===== config.mk =====
export PLATFORM = sky130hd
export DESIGN_NAME = adc_dac_top
export DESIGN_NICKNAME = d
export VERILOG_FILES = /design/src/logic/calib_pkg.sv /design/src/logic/regmap_pkg.sv /design/src/logic/adc_dac_top.sv /design/src/logic/adc_frontend.sv /design/src/logic/axil_regs.sv /design/src/logic/dac_backend.sv /design/src/logic/linear_cal.sv
export SDC_FILE = /design/constraint.sdc
export NUM_CORES = 2
export LEC_CHECK = 0
export BUFFER_PORTS_ARGS = -buffer_cell sky130_fd_sc_hd__buf_4
export CAP_MARGIN = 20
export CORE_MARGIN = 5
export CORE_UTILIZATION = 40
export CTS_BUF_LIST = sky130_fd_sc_hd__clkbuf_8
export DETAILED_ROUTE_END_ITERATION = 10
export PLACE_DENSITY = 0.54
export REMOVE_ABC_BUFFERS = 1
export SYNTH_ARGS = -nofsm -noshare
export SYNTH_HDL_FRONTEND = slang
export SYNTH_SLANG_ARGS = --single-unit

===== constraint.sdc =====
create_clock -name adc_clk -period 8.3 [get_ports adc_clk]
set_clock_uncertainty 0.2 [all_clocks]
set_input_delay 0 -clock adc_clk [delete_from_list [all_inputs] [get_ports adc_clk]]
set_output_delay 0 -clock adc_clk [all_outputs]
set_load 0.01 [all_outputs]

===== src/logic/calib_pkg.sv =====
package calib_pkg;

  ////////////////////
  // sample stream
  ////////////////////

  // signed sample width after conversion
  localparam int unsigned SAMPLE_W = 14;
  // converter pin word, pins 15 down to 2
  localparam int unsigned PIN_W = 14;

  typedef logic signed [SAMPLE_W-1:0] sample_t;

  // clamp limits of the signed sample range
  localparam int SAMPLE_MAX = 2**(SAMPLE_W-1) - 1;
  localparam int SAMPLE_MIN = -(2**(SAMPLE_W-1));

  ////////////////////
  // coefficients
  ////////////////////

  // gain is signed fixed point with 14 fraction bits
  localparam int unsigned GAIN_W = 16;
  localparam int unsigned GAIN_FRAC = 14;
  localparam int GAIN_UNITY = 2**GAIN_FRAC;

  typedef logic signed [GAIN_W-1:0] gain_t;
  // offset has the same width as a sample
  typedef logic signed [SAMPLE_W-1:0] offset_t;

  // inverted offset binary <-> two's complement
  // same rule in both directions: keep top bit, invert the rest
  function automatic logic [PIN_W-1:0] fmt_flip(input logic [PIN_W-1:0] x);
    return {x[PIN_W-1], ~x[PIN_W-2:0]};
  endfunction

endpackage


===== src/logic/regmap_pkg.sv =====
package regmap_pkg;

  ////////////////////
  // AXI4-Lite bus
  ////////////////////

  localparam int unsigned ADDR_W = 8;
  localparam int unsigned DATA_W = 32;

  // byte offsets of the mapped registers
  typedef enum logic [ADDR_W-1:0] {
    // bit n is the loopback enable of channel n
    REG_CTRL      = 8'h00,
    REG_ADC_GAIN0 = 8'h10,
    REG_ADC_GAIN1 = 8'h14,
    REG_ADC_OFFS0 = 8'h18,
    REG_ADC_OFFS1 = 8'h1C,
    REG_DAC_GAIN0 = 8'h20,
    REG_DAC_GAIN1 = 8'h24,
    REG_DAC_OFFS0 = 8'h28,
    REG_DAC_OFFS1 = 8'h2C,
    // DAC setpoints
    REG_DAC_SET0  = 8'h30,
    REG_DAC_SET1  = 8'h34
  } reg_addr_e;

  // bresp / rresp codes
  typedef enum logic [1:0] {
    RESP_OKAY   = 2'b00,
    RESP_SLVERR = 2'b10
  } resp_e;

  // write and read channel states
  typedef enum logic {
    ST_IDLE = 1'b0,
    ST_RESP = 1'b1
  } bus_state_e;

endpackage


===== src/logic/adc_dac_top.sv =====
`timescale 1ns/1ps

module adc_dac_top #(
  parameter int unsigned CHN_N = 2
)(
  input  logic                                   adc_clk,
  input  logic                                   top_rst,
  // ADC pins
  input  logic [CHN_N-1:0][calib_pkg::PIN_W-1:0] adc_dat_i,
  // AXI4-Lite slave
  input  logic [regmap_pkg::ADDR_W-1:0]          s_awaddr_i,
  input  logic                                   s_awvalid_i,
  input  logic [regmap_pkg::DATA_W-1:0]          s_wdata_i,
  input  logic [regmap_pkg::DATA_W/8-1:0]        s_wstrb_i,
  input  logic                                   s_wvalid_i,
  input  logic                                   s_bready_i,
  output logic                                   s_awready_o,
  output logic                                   s_wready_o,
  output logic                                   s_bvalid_o,
  output regmap_pkg::resp_e                      s_bresp_o,
  input  logic [regmap_pkg::ADDR_W-1:0]          s_araddr_i,
  input  logic                                   s_arvalid_i,
  input  logic                                   s_rready_i,
  output logic                                   s_arready_o,
  output logic                                   s_rvalid_o,
  output logic [regmap_pkg::DATA_W-1:0]          s_rdata_o,
  output regmap_pkg::resp_e                      s_rresp_o,
  // acquisition stream, no back-pressure
  output calib_pkg::sample_t [CHN_N-1:0]         acq_dat_o,
  output logic                                   acq_vld_o,
  // DAC pins
  output logic [CHN_N-1:0][calib_pkg::PIN_W-1:0] dac_dat_o
);

////////////////////
// local signals
////////////////////

// configuration
calib_pkg::gain_t   [CHN_N-1:0] adc_gain;
calib_pkg::offset_t [CHN_N-1:0] adc_offs;
calib_pkg::gain_t   [CHN_N-1:0] dac_gain;
calib_pkg::offset_t [CHN_N-1:0] dac_offs;
logic               [CHN_N-1:0] loop;
calib_pkg::sample_t [CHN_N-1:0] dac_set;
// streams
calib_pkg::sample_t [CHN_N-1:0] raw_dat;
logic                           raw_vld;
calib_pkg::sample_t [CHN_N-1:0] dac_cal;
logic               [CHN_N-1:0] acq_vld;

////////////////////
// register file
////////////////////

axil_regs #(
  .CHN_N (CHN_N)
) axil_regs_inst (
  .adc_clk     (adc_clk),
  .top_rst     (top_rst),
  .s_awaddr_i  (s_awaddr_i),
  .s_awvalid_i (s_awvalid_i),
  .s_wdata_i   (s_wdata_i),
  .s_wstrb_i   (s_wstrb_i),
  .s_wvalid_i  (s_wvalid_i),
  .s_bready_i  (s_bready_i),
  .s_awready_o (s_awready_o),
  .s_wready_o  (s_wready_o),
  .s_bvalid_o  (s_bvalid_o),
  .s_bresp_o   (s_bresp_o),
  .s_araddr_i  (s_araddr_i),
  .s_arvalid_i (s_arvalid_i),
  .s_rready_i  (s_rready_i),
  .s_arready_o (s_arready_o),
  .s_rvalid_o  (s_rvalid_o),
  .s_rdata_o   (s_rdata_o),
  .s_rresp_o   (s_rresp_o),
  .adc_gain_o  (adc_gain),
  .adc_offs_o  (adc_offs),
  .dac_gain_o  (dac_gain),
  .dac_offs_o  (dac_offs),
  .loop_o      (loop),
  .dac_set_o   (dac_set)
);

////////////////////
// ADC path
////////////////////

adc_frontend #(
  .CHN_N (CHN_N)
) adc_frontend_inst (
  .adc_clk   (adc_clk),
  .top_rst   (top_rst),
  .adc_dat_i (adc_dat_i),
  .loop_i    (loop),
  .dac_cal_i (dac_cal),
  .raw_dat_o (raw_dat),
  .raw_vld_o (raw_vld)
);

for (genvar i = 0; i < CHN_N; i++) begin : gen_adc_cal
  linear_cal linear_cal_inst (
    .adc_clk (adc_clk),
    .top_rst (top_rst),
    .dat_i   (raw_dat[i]),
    .vld_i   (raw_vld),
    .gain_i  (adc_gain[i]),
    .offs_i  (adc_offs[i]),
    .dat_o   (acq_dat_o[i]),
    .vld_o   (acq_vld[i])
  );
end

// all channels share one valid
assign acq_vld_o = acq_vld[0];

////////////////////
// DAC path
////////////////////

dac_backend #(
  .CHN_N (CHN_N)
) dac_backend_inst (
  .adc_clk    (adc_clk),
  .top_rst    (top_rst),
  .dac_set_i  (dac_set),
  .dac_gain_i (dac_gain),
  .dac_offs_i (dac_offs),
  .dac_cal_o  (dac_cal),
  .dac_dat_o  (dac_dat_o)
);

endmodule


===== src/logic/adc_frontend.sv =====
`timescale 1ns/1ps

module adc_frontend #(
  parameter int unsigned CHN_N = 2
)(
  input  logic                                   adc_clk,
  input  logic                                   top_rst,
  // converter pins, lowest two bits not present
  input  logic [CHN_N-1:0][calib_pkg::PIN_W-1:0] adc_dat_i,
  // loopback from the DAC side
  input  logic               [CHN_N-1:0]         loop_i,
  input  calib_pkg::sample_t [CHN_N-1:0]         dac_cal_i,
  // raw signed stream
  output calib_pkg::sample_t [CHN_N-1:0]         raw_dat_o,
  output logic                                   raw_vld_o
);

////////////////////
// pin capture
////////////////////

calib_pkg::sample_t [CHN_N-1:0] smp_q;

// one register stage at the pins, format converted on the way in
always_ff @(posedge adc_clk) begin
  for (int i = 0; i < CHN_N; i++) begin
    smp_q[i] <= calib_pkg::fmt_flip(adc_dat_i[i]);
  end
end

// converter never stalls, valid from the first cycle out of reset
always_ff @(posedge adc_clk, posedge top_rst) begin
  if (top_rst) begin
    raw_vld_o <= 1'b0;
  end else begin
    raw_vld_o <= 1'b1;
  end
end

////////////////////
// loopback mux
////////////////////

// combinational, adds no latency
always_comb begin
  for (int i = 0; i < CHN_N; i++) begin
    raw_dat_o[i] = loop_i[i] ? dac_cal_i[i] : smp_q[i];
  end
end

endmodule


===== src/logic/axil_regs.sv =====
`timescale 1ns/1ps

module axil_regs #(
  parameter int unsigned CHN_N = 2
)(
  input  logic                                    adc_clk,
  input  logic                                    top_rst,
  // write address, data and response
  input  logic [regmap_pkg::ADDR_W-1:0]           s_awaddr_i,
  input  logic                                    s_awvalid_i,
  input  logic [regmap_pkg::DATA_W-1:0]           s_wdata_i,
  input  logic [regmap_pkg::DATA_W/8-1:0]         s_wstrb_i,
  input  logic                                    s_wvalid_i,
  input  logic                                    s_bready_i,
  output logic                                    s_awready_o,
  output logic                                    s_wready_o,
  output logic                                    s_bvalid_o,
  output regmap_pkg::resp_e                       s_bresp_o,
  // read address and data
  input  logic [regmap_pkg::ADDR_W-1:0]           s_araddr_i,
  input  logic                                    s_arvalid_i,
  input  logic                                    s_rready_i,
  output logic                                    s_arready_o,
  output logic                                    s_rvalid_o,
  output logic [regmap_pkg::DATA_W-1:0]           s_rdata_o,
  output regmap_pkg::resp_e                       s_rresp_o,
  // configuration
  output calib_pkg::gain_t   [CHN_N-1:0]          adc_gain_o,
  output calib_pkg::offset_t [CHN_N-1:0]          adc_offs_o,
  output calib_pkg::gain_t   [CHN_N-1:0]          dac_gain_o,
  output calib_pkg::offset_t [CHN_N-1:0]          dac_offs_o,
  output logic               [CHN_N-1:0]          loop_o,
  output calib_pkg::sample_t [CHN_N-1:0]          dac_set_o
);

localparam int unsigned AW = regmap_pkg::ADDR_W;
localparam int unsigned DW = regmap_pkg::DATA_W;

////////////////////
// decode helpers
////////////////////

// low two address bits ignored
function automatic regmap_pkg::reg_addr_e word_of(input logic [AW-1:0] a);
  return regmap_pkg::reg_addr_e'({a[AW-1:2], 2'b00});
endfunction

// channel 1 registers exist only with two channels
function automatic logic addr_hit(input logic [AW-1:0] a);
  logic hit;
  hit = 1'b0;
  case (word_of(a))
    regmap_pkg::REG_CTRL,
    regmap_pkg::REG_ADC_GAIN0, regmap_pkg::REG_ADC_OFFS0,
    regmap_pkg::REG_DAC_GAIN0, regmap_pkg::REG_DAC_OFFS0,
    regmap_pkg::REG_DAC_SET0: hit = 1'b1;
    regmap_pkg::REG_ADC_GAIN1, regmap_pkg::REG_ADC_OFFS1,
    regmap_pkg::REG_DAC_GAIN1, regmap_pkg::REG_DAC_OFFS1,
    regmap_pkg::REG_DAC_SET1: hit = (CHN_N > 1);
    default: hit = 1'b0;
  endcase
  return hit;
endfunction

// readback view, fields sign extended, zero when unmapped
function automatic logic [DW-1:0] reg_rd(input logic [AW-1:0] a);
  logic [DW-1:0] v;
  int unsigned ch;
  v = '0;
  // odd word in each pair is channel 1
  ch = a[2];
  if (addr_hit(a)) begin
    case (word_of(a))
      regmap_pkg::REG_CTRL: v = DW'(loop_o);
      regmap_pkg::REG_ADC_GAIN0, regmap_pkg::REG_ADC_GAIN1: v = DW'($signed(adc_gain_o[ch]));
      regmap_pkg::REG_ADC_OFFS0, regmap_pkg::REG_ADC_OFFS1: v = DW'($signed(adc_offs_o[ch]));
      regmap_pkg::REG_DAC_GAIN0, regmap_pkg::REG_DAC_GAIN1: v = DW'($signed(dac_gain_o[ch]));
      regmap_pkg::REG_DAC_OFFS0, regmap_pkg::REG_DAC_OFFS1: v = DW'($signed(dac_offs_o[ch]));
      regmap_pkg::REG_DAC_SET0,  regmap_pkg::REG_DAC_SET1:  v = DW'($signed(dac_set_o[ch]));
      default: v = '0;
    endcase
  end
  return v;
endfunction

// byte lanes from wdata where the strobe is set
function automatic logic [DW-1:0] merge(
  input logic [DW-1:0]   old,
  input logic [DW-1:0]   dat,
  input logic [DW/8-1:0] strb
);
  logic [DW-1:0] v;
  v = old;
  for (int b = 0; b < DW/8; b++) begin
    if (strb[b]) begin
      v[8*b +: 8] = dat[8*b +: 8];
    end
  end
  return v;
endfunction

////////////////////
// write channel
////////////////////

regmap_pkg::bus_state_e wr_state;
logic                   wr_hs;
logic                   wr_hit;
logic [DW-1:0]          wr_val;

// address and data accepted together
assign wr_hs       = (wr_state == regmap_pkg::ST_IDLE) & s_awvalid_i & s_wvalid_i;
assign s_awready_o = wr_hs;
assign s_wready_o  = wr_hs;
assign s_bvalid_o  = (wr_state == regmap_pkg::ST_RESP);

always_comb begin
  wr_hit = addr_hit(s_awaddr_i);
  wr_val = merge(reg_rd(s_awaddr_i), s_wdata_i, s_wstrb_i);
end

always_ff @(posedge adc_clk, posedge top_rst) begin
  if (top_rst) begin
    wr_state  <= regmap_pkg::ST_IDLE;
    s_bresp_o <= regmap_pkg::RESP_OKAY;
  end else begin
    case (wr_state)
      regmap_pkg::ST_IDLE: begin
        if (wr_hs) begin
          wr_state  <= regmap_pkg::ST_RESP;
          s_bresp_o <= wr_hit ? regmap_pkg::RESP_OKAY : regmap_pkg::RESP_SLVERR;
        end
      end
      // hold response until master takes it
      default: begin
        if (s_bready_i) begin
          wr_state <= regmap_pkg::ST_IDLE;
        end
      end
    endcase
  end
end

// register file
always_ff @(posedge adc_clk, posedge top_rst) begin
  if (top_rst) begin
    adc_gain_o <= {CHN_N{calib_pkg::gain_t'(calib_pkg::GAIN_UNITY)}};
    dac_gain_o <= {CHN_N{calib_pkg::gain_t'(calib_pkg::GAIN_UNITY)}};
    adc_offs_o <= '0;
    dac_offs_o <= '0;
    dac_set_o  <= '0;
    loop_o     <= '0;
  end else if (wr_hs && wr_hit) begin
    case (word_of(s_awaddr_i))
      regmap_pkg::REG_CTRL: loop_o <= wr_val[CHN_N-1:0];
      regmap_pkg::REG_ADC_GAIN0, regmap_pkg::REG_ADC_GAIN1:
        adc_gain_o[s_awaddr_i[2]] <= wr_val[calib_pkg::GAIN_W-1:0];
      regmap_pkg::REG_ADC_OFFS0, regmap_pkg::REG_ADC_OFFS1:
        adc_offs_o[s_awaddr_i[2]] <= wr_val[calib_pkg::SAMPLE_W-1:0];
      regmap_pkg::REG_DAC_GAIN0, regmap_pkg::REG_DAC_GAIN1:
        dac_gain_o[s_awaddr_i[2]] <= wr_val[calib_pkg::GAIN_W-1:0];
      regmap_pkg::REG_DAC_OFFS0, regmap_pkg::REG_DAC_OFFS1:
        dac_offs_o[s_awaddr_i[2]] <= wr_val[calib_pkg::SAMPLE_W-1:0];
      regmap_pkg::REG_DAC_SET0, regmap_pkg::REG_DAC_SET1:
        dac_set_o[s_awaddr_i[2]] <= wr_val[calib_pkg::SAMPLE_W-1:0];
      default: ;
    endcase
  end
end

////////////////////
// read channel
////////////////////

regmap_pkg::bus_state_e rd_state;
logic                   rd_hs;

assign rd_hs       = (rd_state == regmap_pkg::ST_IDLE) & s_arvalid_i;
assign s_arready_o = rd_hs;
assign s_rvalid_o  = (rd_state == regmap_pkg::ST_RESP);

always_ff @(posedge adc_clk, posedge top_rst) begin
  if (top_rst) begin
    rd_state  <= regmap_pkg::ST_IDLE;
    s_rresp_o <= regmap_pkg::RESP_OKAY;
  end else begin
    case (rd_state)
      regmap_pkg::ST_IDLE: begin
        if (rd_hs) begin
          rd_state  <= regmap_pkg::ST_RESP;
          s_rresp_o <= addr_hit(s_araddr_i) ? regmap_pkg::RESP_OKAY
                                            : regmap_pkg::RESP_SLVERR;
        end
      end
      default: begin
        if (s_rready_i) begin
          rd_state <= regmap_pkg::ST_IDLE;
        end
      end
    endcase
  end
end

// read data captured at the address handshake
always_ff @(posedge adc_clk) begin
  if (rd_hs) begin
    s_rdata_o <= reg_rd(s_araddr_i);
  end
end

endmodule


===== src/logic/dac_backend.sv =====
`timescale 1ns/1ps

module dac_backend #(
  parameter int unsigned CHN_N = 2
)(
  input  logic                                   adc_clk,
  input  logic                                   top_rst,
  // setpoints and coefficients from the register file
  input  calib_pkg::sample_t [CHN_N-1:0]         dac_set_i,
  input  calib_pkg::gain_t   [CHN_N-1:0]         dac_gain_i,
  input  calib_pkg::offset_t [CHN_N-1:0]         dac_offs_i,
  // calibrated samples, also used for loopback
  output calib_pkg::sample_t [CHN_N-1:0]         dac_cal_o,
  // converter pins
  output logic [CHN_N-1:0][calib_pkg::PIN_W-1:0] dac_dat_o
);

logic [CHN_N-1:0] cal_vld;

////////////////////
// calibration
////////////////////

// setpoint register is always valid, pipe fill tracked by vld
for (genvar i = 0; i < CHN_N; i++) begin : gen_dac_cal
  linear_cal linear_cal_inst (
    .adc_clk (adc_clk),
    .top_rst (top_rst),
    .dat_i   (dac_set_i[i]),
    .vld_i   (1'b1),
    .gain_i  (dac_gain_i[i]),
    .offs_i  (dac_offs_i[i]),
    .dat_o   (dac_cal_o[i]),
    .vld_o   (cal_vld[i])
  );
end

////////////////////
// output register
////////////////////

// signed back to inverted offset binary
// holds the code for zero until the pipe is filled
always_ff @(posedge adc_clk, posedge top_rst) begin
  if (top_rst) begin
    dac_dat_o <= {CHN_N{calib_pkg::fmt_flip('0)}};
  end else begin
    for (int i = 0; i < CHN_N; i++) begin
      if (cal_vld[i]) begin
        dac_dat_o[i] <= calib_pkg::fmt_flip(dac_cal_o[i]);
      end
    end
  end
end

endmodule


===== src/logic/linear_cal.sv =====
`timescale 1ns/1ps

module linear_cal (
  input  logic                adc_clk,
  input  logic                top_rst,
  // input sample
  input  calib_pkg::sample_t  dat_i,
  input  logic                vld_i,
  // coefficients
  input  calib_pkg::gain_t    gain_i,
  input  calib_pkg::offset_t  offs_i,
  // calibrated sample, two cycles later
  output calib_pkg::sample_t  dat_o,
  output logic                vld_o
);

// full product, then product with fraction dropped, then sum with carry
localparam int unsigned PROD_W  = calib_pkg::SAMPLE_W + calib_pkg::GAIN_W;
localparam int unsigned SHIFT_W = PROD_W - calib_pkg::GAIN_FRAC;
localparam int unsigned SUM_W   = SHIFT_W + 1;

logic signed [PROD_W-1:0]  prod_q;
logic signed [SHIFT_W-1:0] shifted;
logic signed [SUM_W-1:0]   sum;
calib_pkg::sample_t        sat;
logic                      vld_q;

////////////////////
// stage 1 multiply
////////////////////

// both operands signed, extended to product width
always_ff @(posedge adc_clk) begin
  prod_q <= dat_i * gain_i;
end

////////////////////
// stage 2 add, clamp
////////////////////

always_comb begin
  // drop fraction bits, sign kept
  shifted = SHIFT_W'(prod_q >>> calib_pkg::GAIN_FRAC);
  sum     = SUM_W'(shifted) + SUM_W'(offs_i);
  // saturate to signed sample range
  if (sum > calib_pkg::SAMPLE_MAX) begin
    sat = calib_pkg::sample_t'(calib_pkg::SAMPLE_MAX);
  end else if (sum < calib_pkg::SAMPLE_MIN) begin
    sat = calib_pkg::sample_t'(calib_pkg::SAMPLE_MIN);
  end else begin
    sat = sum[calib_pkg::SAMPLE_W-1:0];
  end
end

always_ff @(posedge adc_clk) begin
  dat_o <= sat;
end

// valid follows data through both stages
always_ff @(posedge adc_clk, posedge top_rst) begin
  if (top_rst) begin
    vld_q <= 1'b0;
    vld_o <= 1'b0;
  end else begin
    vld_q <= vld_i;
    vld_o <= vld_q;
  end
end

endmodule


* Word-level counts from Yosys, hierarchy flattened
Cells that the tools add are included.
Widths: inputs -> output; s select.
** Storage, ports and cells
- Register bits after elaboration :: 423
- Input port bits :: 87
- Output and inout bits :: 98
- Word-level logic and storage cells :: 156
** Cells by class
- $add $sub $neg :: 4
- Multipliers :: 4
- $lt $le $gt $ge :: 12
- Equal/unequal tests :: 20
- Muxes and demuxes :: 52
- Bitwise logic cells :: 9
- Reductions and logical operators :: 24
** Operator list (number)
- $mux 14 :: 19
- $pmux 32 s6 :: 1
- $mux 16 :: 10
- $mul 14x16->30 :: 4
- $pmux 16 s6 :: 1
- $bwmux 28 :: 3
- $eq 6x4->1 const B :: 12
- $add 16x14->17 :: 4
- $gt 17x14->1 const B :: 4
- $lt 17x14->1 const B :: 4
- $bwmux 32 :: 2
- $not 13->13 :: 4
- $eq 6x3->1 const B :: 8
- $reduce_or 11->1 :: 2
- $reduce_or 2->1 :: 10
- $demux 16 s1 :: 1
- $mux 8 :: 2
- $reduce_and 2->1 :: 8
- $demux 14 s1 :: 1
- $logic_not 6->1 :: 2
- $mux 1 :: 10
- $lt 1x2->1 const B :: 3
- $mux 2 :: 2
- $and 1x1->1 :: 3
- 3 further kinds :: 5

* Longest topological paths before layout
- Depth after elaboration :: 6
- Gate-level depth with buffers :: 26
- Gate-level depth less buffers :: 23

* Cells and area by module
From an unflattened synthesis, not the netlist that was laid out.
** Unflattened totals
- Cells, all modules :: 5079
- Area total of the unflattened synthesis :: 49876.6 µm²
** By module, submodules not included
- linear_cal (gen_adc_cal[0].linear_cal_inst) :: instances 1, cells each 1030, area each 9689.3 µm², sequential area each 650.6 µm²
- linear_cal (gen_adc_cal[1].linear_cal_inst) :: instances 1, cells each 1033, area each 9625.5 µm², sequential area each 650.6 µm²
- linear_cal (dac_backend_inst.gen_dac_cal[1].linear_cal_inst) :: instances 1, cells each 1025, area each 9593.0 µm², sequential area each 650.6 µm²
- linear_cal (dac_backend_inst.gen_dac_cal[0].linear_cal_inst) :: instances 1, cells each 1038, area each 9534.1 µm², sequential area each 650.6 µm²
- axil_regs :: instances 1, cells each 777, area each 9295.2 µm², sequential area each 4339.2 µm²
- dac_backend :: instances 1, cells each 89, area each 1111.1 µm², sequential area each 733.2 µm²
- adc_frontend :: instances 1, cells each 87, area each 1028.5 µm², sequential area each 585.6 µm²

* Least setup slack after synthesis
OpenSTA, ideal clock, no wires.
- Kind :: reg2reg
- Start :: register axil_regs_inst.loop_o[0]
- End :: register gen_adc_cal[0].linear_cal_inst.prod_q[26]
- Library setup time :: 0.072 ns
- Data arrival time :: 6.692 ns
- Required time :: 8.028 ns
- Path slack :: 1.336 ns
- Cell stages (with the launch flop) :: 24
- Path buffers :: 3
- Clock period less this slack :: 6.964 ns
- Cell sequence :: dfrtp_1 buf_2 buf_1 mux2i_1 clkbuf_1 nor2b_1 fa_1 inv_1 fa_1 inv_1 fa_1 fa_1 fa_1 fa_1 ha_1 a211o_1 a221oi_1 o21ai_0 a21oi_1 a211oi_1 or3_1 a21o_1 a21oi_1 xnor2_1
** Between the ends
- Word-level cells in the longest chain between the ends :: 2
** RTL lines
- from (decl) :: RTL line axil_regs.sv:32 : output logic [CHN_N-1:0] loop_o,
- from (signal assigned) :: RTL line axil_regs.sv:155 : regmap_pkg::REG_CTRL: loop_o <= wr_val[CHN_N-1:0];
- $mux 14 :: RTL line adc_frontend.sv:47 : raw_dat_o[i] = loop_i[i] ? dac_cal_i[i] : smp_q[i];
- $mul 14x16->30 :: RTL line linear_cal.sv:34 : prod_q <= dat_i * gain_i;
- to (signal assigned) :: RTL line linear_cal.sv:34
- to (decl) :: RTL line linear_cal.sv:22 : logic signed [PROD_W-1:0] prod_q;
No other way between the ends.
A chain may end at the register's enable or synchronous reset.

* Final worst setup path
Ends and elaborated chain as after synthesis.

==> impl_metrics.csv <==
group,metric,value,unit
job,max_cap_violations,0,
global_routing,grt_antenna_before_repair,10,
timing,worst_slew_margin_rel,0.207,
setup_path,worst_path_most_repeated_cell,"sky130_fd_sc_hd__fa_1",
yosys,synthDominantCellAreaShare,0.368,
setup_path,r2r-end,"gen_adc_cal[0].linear_cal_inst.prod_q[26]",
clock_tree,tritoncts.num_buffers,69,
min_path,source_of_the_worst_hold_timing_path,"s_awaddr_i[2]",
route,drt-total-wl,138000,um
min_path,timing.hold.worst.class,"input pin to flip-flop",
setup_path,timing.setup.critical_path_class,"flip-flop to flip-flop",
route,postRouteAntennaNets,0,
yosys,yosys.cell_types.count,71,
floorplan,initial_core_util,0.403,
clock_tree,worst_skew_pair.late_latency,0.71,ns
yosys,postSynth.topFlopCell,"sky130_fd_sc_hd__dfrtp_1",
route,drc,0,
power,power_frac_clock,0.360,
yosys,synthesis.area,47600,um2
finish,final_layout_size_suffix_gt1_frac,0.0900,
yosys,number_of_register_bits_inferred_by_synthesis,349,
timing,time_the_worst_path_needs_with_i_o_delays_and_setup,7.78,ns
setup_path,crit_arrival,8.21,ns
setup_path,crit_chain,"buf_4 > mux2i_1 > buf_4 > nor2b_1 > fa_1 > inv_1 > fa_1 > inv_1 > fa_1 > fa_1 > fa_1 > fa_1 > ha_1 > a211o_1 > a221oi_1 > o21ai_0 > a21oi_1 > a211oi_1 > or3_1 > a21o_1 > a21oi_1 > xnor2_1",
global_routing,globalRouteTotalUtil,0.225,
floorplan,die_w,355,um
clock_tree,register_clock_pin_slew_on_the_reported_worst_setup_and_hold_paths,0.06,ns
yosys,synthTopCellsByCount,"sky130_fd_sc_hd__inv_1 (975), sky130_fd_sc_hd__fa_1 (876), sky130_fd_sc_hd__nand2_1 (593), sky130_fd_sc_hd__ha_1 (336), sky130_fd_sc_hd__and2_1 (262)",
finish,finalNetCount,6497,
yosys,ys_warn_count,0,
setup_path,regToRegSetupSlack,0.52,ns
placed_design,gp_congestion,0.896,
timing,worst-slew-pin-transition,1.19,ns
route,wire_per_inst,20.3,um
clock_tree,clockRootBuffer,"sky130_fd_sc_hd__clkbuf_8",
route,initial_drt_pass_iterations,9,
yosys,synth_seq_area_share,0.170,
setup_path,number_of_cells_traversed_by_the_worst_register_to_register_path,22,
global_routing,number_of_global_route_vias_before_repair,37500,
route,via_per_inst,5.15,
timing,totalNegativeSetupSlack,0,ns
setup_path,crit_path_top_delay_cell,"sky130_fd_sc_hd__dfrtp_1",
floorplan,rows,126,
clock_tree,clk_path_buf_depth,3,
power,netSwitchingFraction,0.335,
yosys,synth_area_leaders,"sky130_fd_sc_hd__fa_1 (37%), sky130_fd_sc_hd__ha_1 (8.8%), sky130_fd_sc_hd__dfrtp_1 (8.1%)",
min_path,hold_path_depth,4,
yosys,post_synth_inst_count,5026,
global_routing,global_route_wire_length_before_repair,219000,um
placed_design,hpwl,107000,um
floorplan,die-area,126000,um2
timing,timing.final.setup_violations,0,
floorplan,dieHeight,355,um
setup_path,cp-end-kind,"flip-flop",
power,sequentialPowerShare,0.398,
finish,synthToLayoutAreaGrowth,11.2,%
clock_tree,postCtsSetupBuffers,0,
status,status,"complete, no violations",
clock_tree,clock_sinks,349,
setup_path,r2r_start,"axil_regs_inst.loop_o[0]",
finish,fillers,11600,
setup_path,path_max_fanout,16,
floorplan,coreArea,118000,um2
clock_tree,htreeDepth,3,
setup_path,cpPeakStageDelay,0.98,ns
route,drt_first_iter_violations,2355,
power,peakVddDrop,0.000157,V
timing,layout_worst_path_cycle_share,0.937,
clock_tree,tritoncts,"done",
global_routing,pin_count_of_the_biggest_net_entering_global_routing,73,
setup_path,setup.worst_path.start_class,"flip-flop",
yosys,yosys.cell_count.top_type,"sky130_fd_sc_hd__inv_1",
yosys,synth_area_leader_cell,"sky130_fd_sc_hd__fa_1",
power,p_leak,26.5,nW
timing,max_freq,129,MHz
route,routed-via-count,35000,
power,power_density,101,nW/um2
yosys,synth_edf_count,16,
yosys,async_reset_ff_frac,0.530,
global_routing,remaining_global_route_overflow,0,
timing,timing.final.max_slew_violations,0,
power,p_int,3.57,mW
floorplan,top_level_ports,185,
finish,post-route-util,0.448,
yosys,syn_avg_cell_area,9.48,um2
timing,hold_viol,0,
placed_design,portBuffers,160,
setup_path,worst-endpoint-required,8.73,ns
power,p_sw,1.79,mW
power,share_comb_of_total_power,0.242,
min_path,endpoint_with_the_worst_hold_slack,"axil_regs_inst.dac_offs_o[23]",
timing,rsz_0062_raised_after_global_routing,"false",
## per-stage QoR
| step | setup slack, ns | hold slack (ns) | area, um2 | cells | power, mW |
|---|---|---|---|---|---|
| after floorplan | 1.37 | -0.172 | 46600 | 4781 | 2.79 |
| after global placement | 0.650 | -0.0898 | 50400 | 6554 | 3.40 |
| after detailed placement | 0.519 | -0.0939 | 50400 | 6557 | 3.41 |
| after CTS | 0.569 | 0.0110 | 53000 | 6789 | 5.41 |
| after global routing | 0.157 | 0.0839 | 53000 | 6793 | 5.65 |
| final | 0.523 | 0.0652 | 53000 | 6796 | 5.36 |
## layout by cell type (no fill, tap or decap), types with 14 or more instances in the layout
master and n:
sky130_fd_sc_hd__edfxtp_1 16, sky130_fd_sc_hd__inv_1 991, sky130_fd_sc_hd__clkbuf_8 89, sky130_fd_sc_hd__nand3_1 33
sky130_fd_sc_hd__ha_1 336, sky130_fd_sc_hd__mux2_2 62, sky130_fd_sc_hd__dfxtp_1 148, sky130_fd_sc_hd__and2_1 262
sky130_fd_sc_hd__dlygate4sd3_1 104, sky130_fd_sc_hd__nand2_1 593, sky130_fd_sc_hd__or2_2 14, sky130_fd_sc_hd__a21o_1 55
sky130_fd_sc_hd__xnor2_1 108, sky130_fd_sc_hd__a221oi_1 29, sky130_fd_sc_hd__mux2i_1 41, sky130_fd_sc_hd__a222oi_1 36
sky130_fd_sc_hd__buf_4 238, sky130_fd_sc_hd__xor2_1 44, sky130_fd_sc_hd__dfstp_2 30, sky130_fd_sc_hd__nor2b_1 171
sky130_fd_sc_hd__nor3_1 21, sky130_fd_sc_hd__fa_1 876, sky130_fd_sc_hd__dfrtp_1 154, sky130_fd_sc_hd__a22oi_1 28
sky130_fd_sc_hd__a211oi_1 14, sky130_fd_sc_hd__o21a_1 21, sky130_fd_sc_hd__nand2b_1 57, sky130_fd_sc_hd__nor2_1 154
sky130_fd_sc_hd__a21oi_1 132, sky130_fd_sc_hd__o21ai_0 204
## sequential cells by signal, summed over array words and instances (netlist names), 2 cells and up
register                                             flops
axil_regs_inst.dac_set_o                                28
axil_regs_inst.s_rdata_o                                16
axil_regs_inst.adc_offs_o                               28
axil_regs_inst.dac_gain_o                               32
gen_adc_cal.linear_cal_inst.prod_q                      32
axil_regs_inst.loop_o                                    2
axil_regs_inst.dac_offs_o                               28
gen_adc_cal.linear_cal_inst.dat_o                       28
adc_frontend_inst.smp_q                                 28
dac_backend_inst.gen_dac_cal.linear_cal_inst.prod_q     32
axil_regs_inst.adc_gain_o                               32
dac_backend_inst.gen_dac_cal.linear_cal_inst.dat_o      28
dac_backend_inst.dac_dat_o                              28
## cells by family (layout without fill, tap and decap cells)
group / count (synthesis) / count (layout) / share of synthesized area
other: 2 / 8 / 0.000158
buffers and inverters: 1221 / 1449 / 0.0980
DFF: 349 / 349 / 0.170
muxes: 103 / 103 / 0.0233
adders and majority gates: 1212 / 1212 / 0.456
xor gates and xnor gates: 152 / 152 / 0.0279
and+or+nand+nor: 1350 / 1350 / 0.137
AOI/OAI and AO/OA: 637 / 637 / 0.0869
## per-layer routing
| metal | up-vias | share of wire | track usage |
|---|---|---|---|
| met4 | 6 | 0.033 | 0.0674 |
| met1 | 17800 | 0.44 | 0.310 |
| li1 | 15900 | - | - |
| met3 | 242 | 0.072 | 0.0484 |
| met5 | - | 0.00030 | 0 |
| met2 | 1032 | 0.45 | 0.358 |
## power by group through the flow
stage	Clock, mW	Combinational (mW)	Sequential [mW]
floorplan	0	0.660	2.13
global placement	0	1.24	2.16
detailed placement	0	1.25	2.16
CTS	1.98	1.30	2.13
global route	2.06	1.44	2.15
finish	1.93	1.30	2.13
## cell type report
cell class | instances | area (um2) | share of cell area
sequential | 349 | 8110 | 0.153
clock buffer | 89 | 1220 | 0.0231
multi-input combinational | 3457 | 34900 | 0.658
inverter | 975 | 3670 | 0.0692
tap | 1536 | 1920 | 0.0363
clock inverter | 39 | 310 | 0.00586
timing repair buffer | 346 | 2850 | 0.0539
antenna | 5 | 12.5 | 0.000236
## worst max-delay path: cells and delay by family (launching register included)
family	cells	cell delay, ns
multiplexers	1	0.18
adder cells (fa/ha/maj)	7	3.25
buffers and inverters	4	0.68
AND/OR/NAND/NOR	2	0.55
XOR/XNOR	1	0.14
flip-flops	1	0.98
AO/OA/AOI/OAI	7	1.73
## worst max-delay path by stage
| stage | start | to | slack, ns | depth (start not counted) |
|---|---|---|---|---|
| global placement | axil_regs_inst.loop_o[0] | gen_adc_cal[0].linear_cal_inst.prod_q[26] | 0.65 | 24 |
| floorplan | axil_regs_inst.loop_o[1] | gen_adc_cal[1].linear_cal_inst.prod_q[29] | 1.37 | 21 |
| CTS | axil_regs_inst.loop_o[0] | gen_adc_cal[0].linear_cal_inst.prod_q[26] | 0.57 | 21 |
| detailed placement | axil_regs_inst.loop_o[0] | gen_adc_cal[0].linear_cal_inst.prod_q[26] | 0.52 | 23 |
| finish | axil_regs_inst.loop_o[0] | gen_adc_cal[0].linear_cal_inst.prod_q[26] | 0.52 | 22 |
| global route | axil_regs_inst.loop_o[0] | gen_adc_cal[0].linear_cal_inst.prod_q[26] | 0.16 | 22 |
## repair_timing
action                                  CTS  global route
endpoints found under the setup margin    0             0
hold endpoints to repair                372             0
hold buffers                            104             0
resized for setup                         0             0
Note: power is estimated with default switching activity, not from simulation.
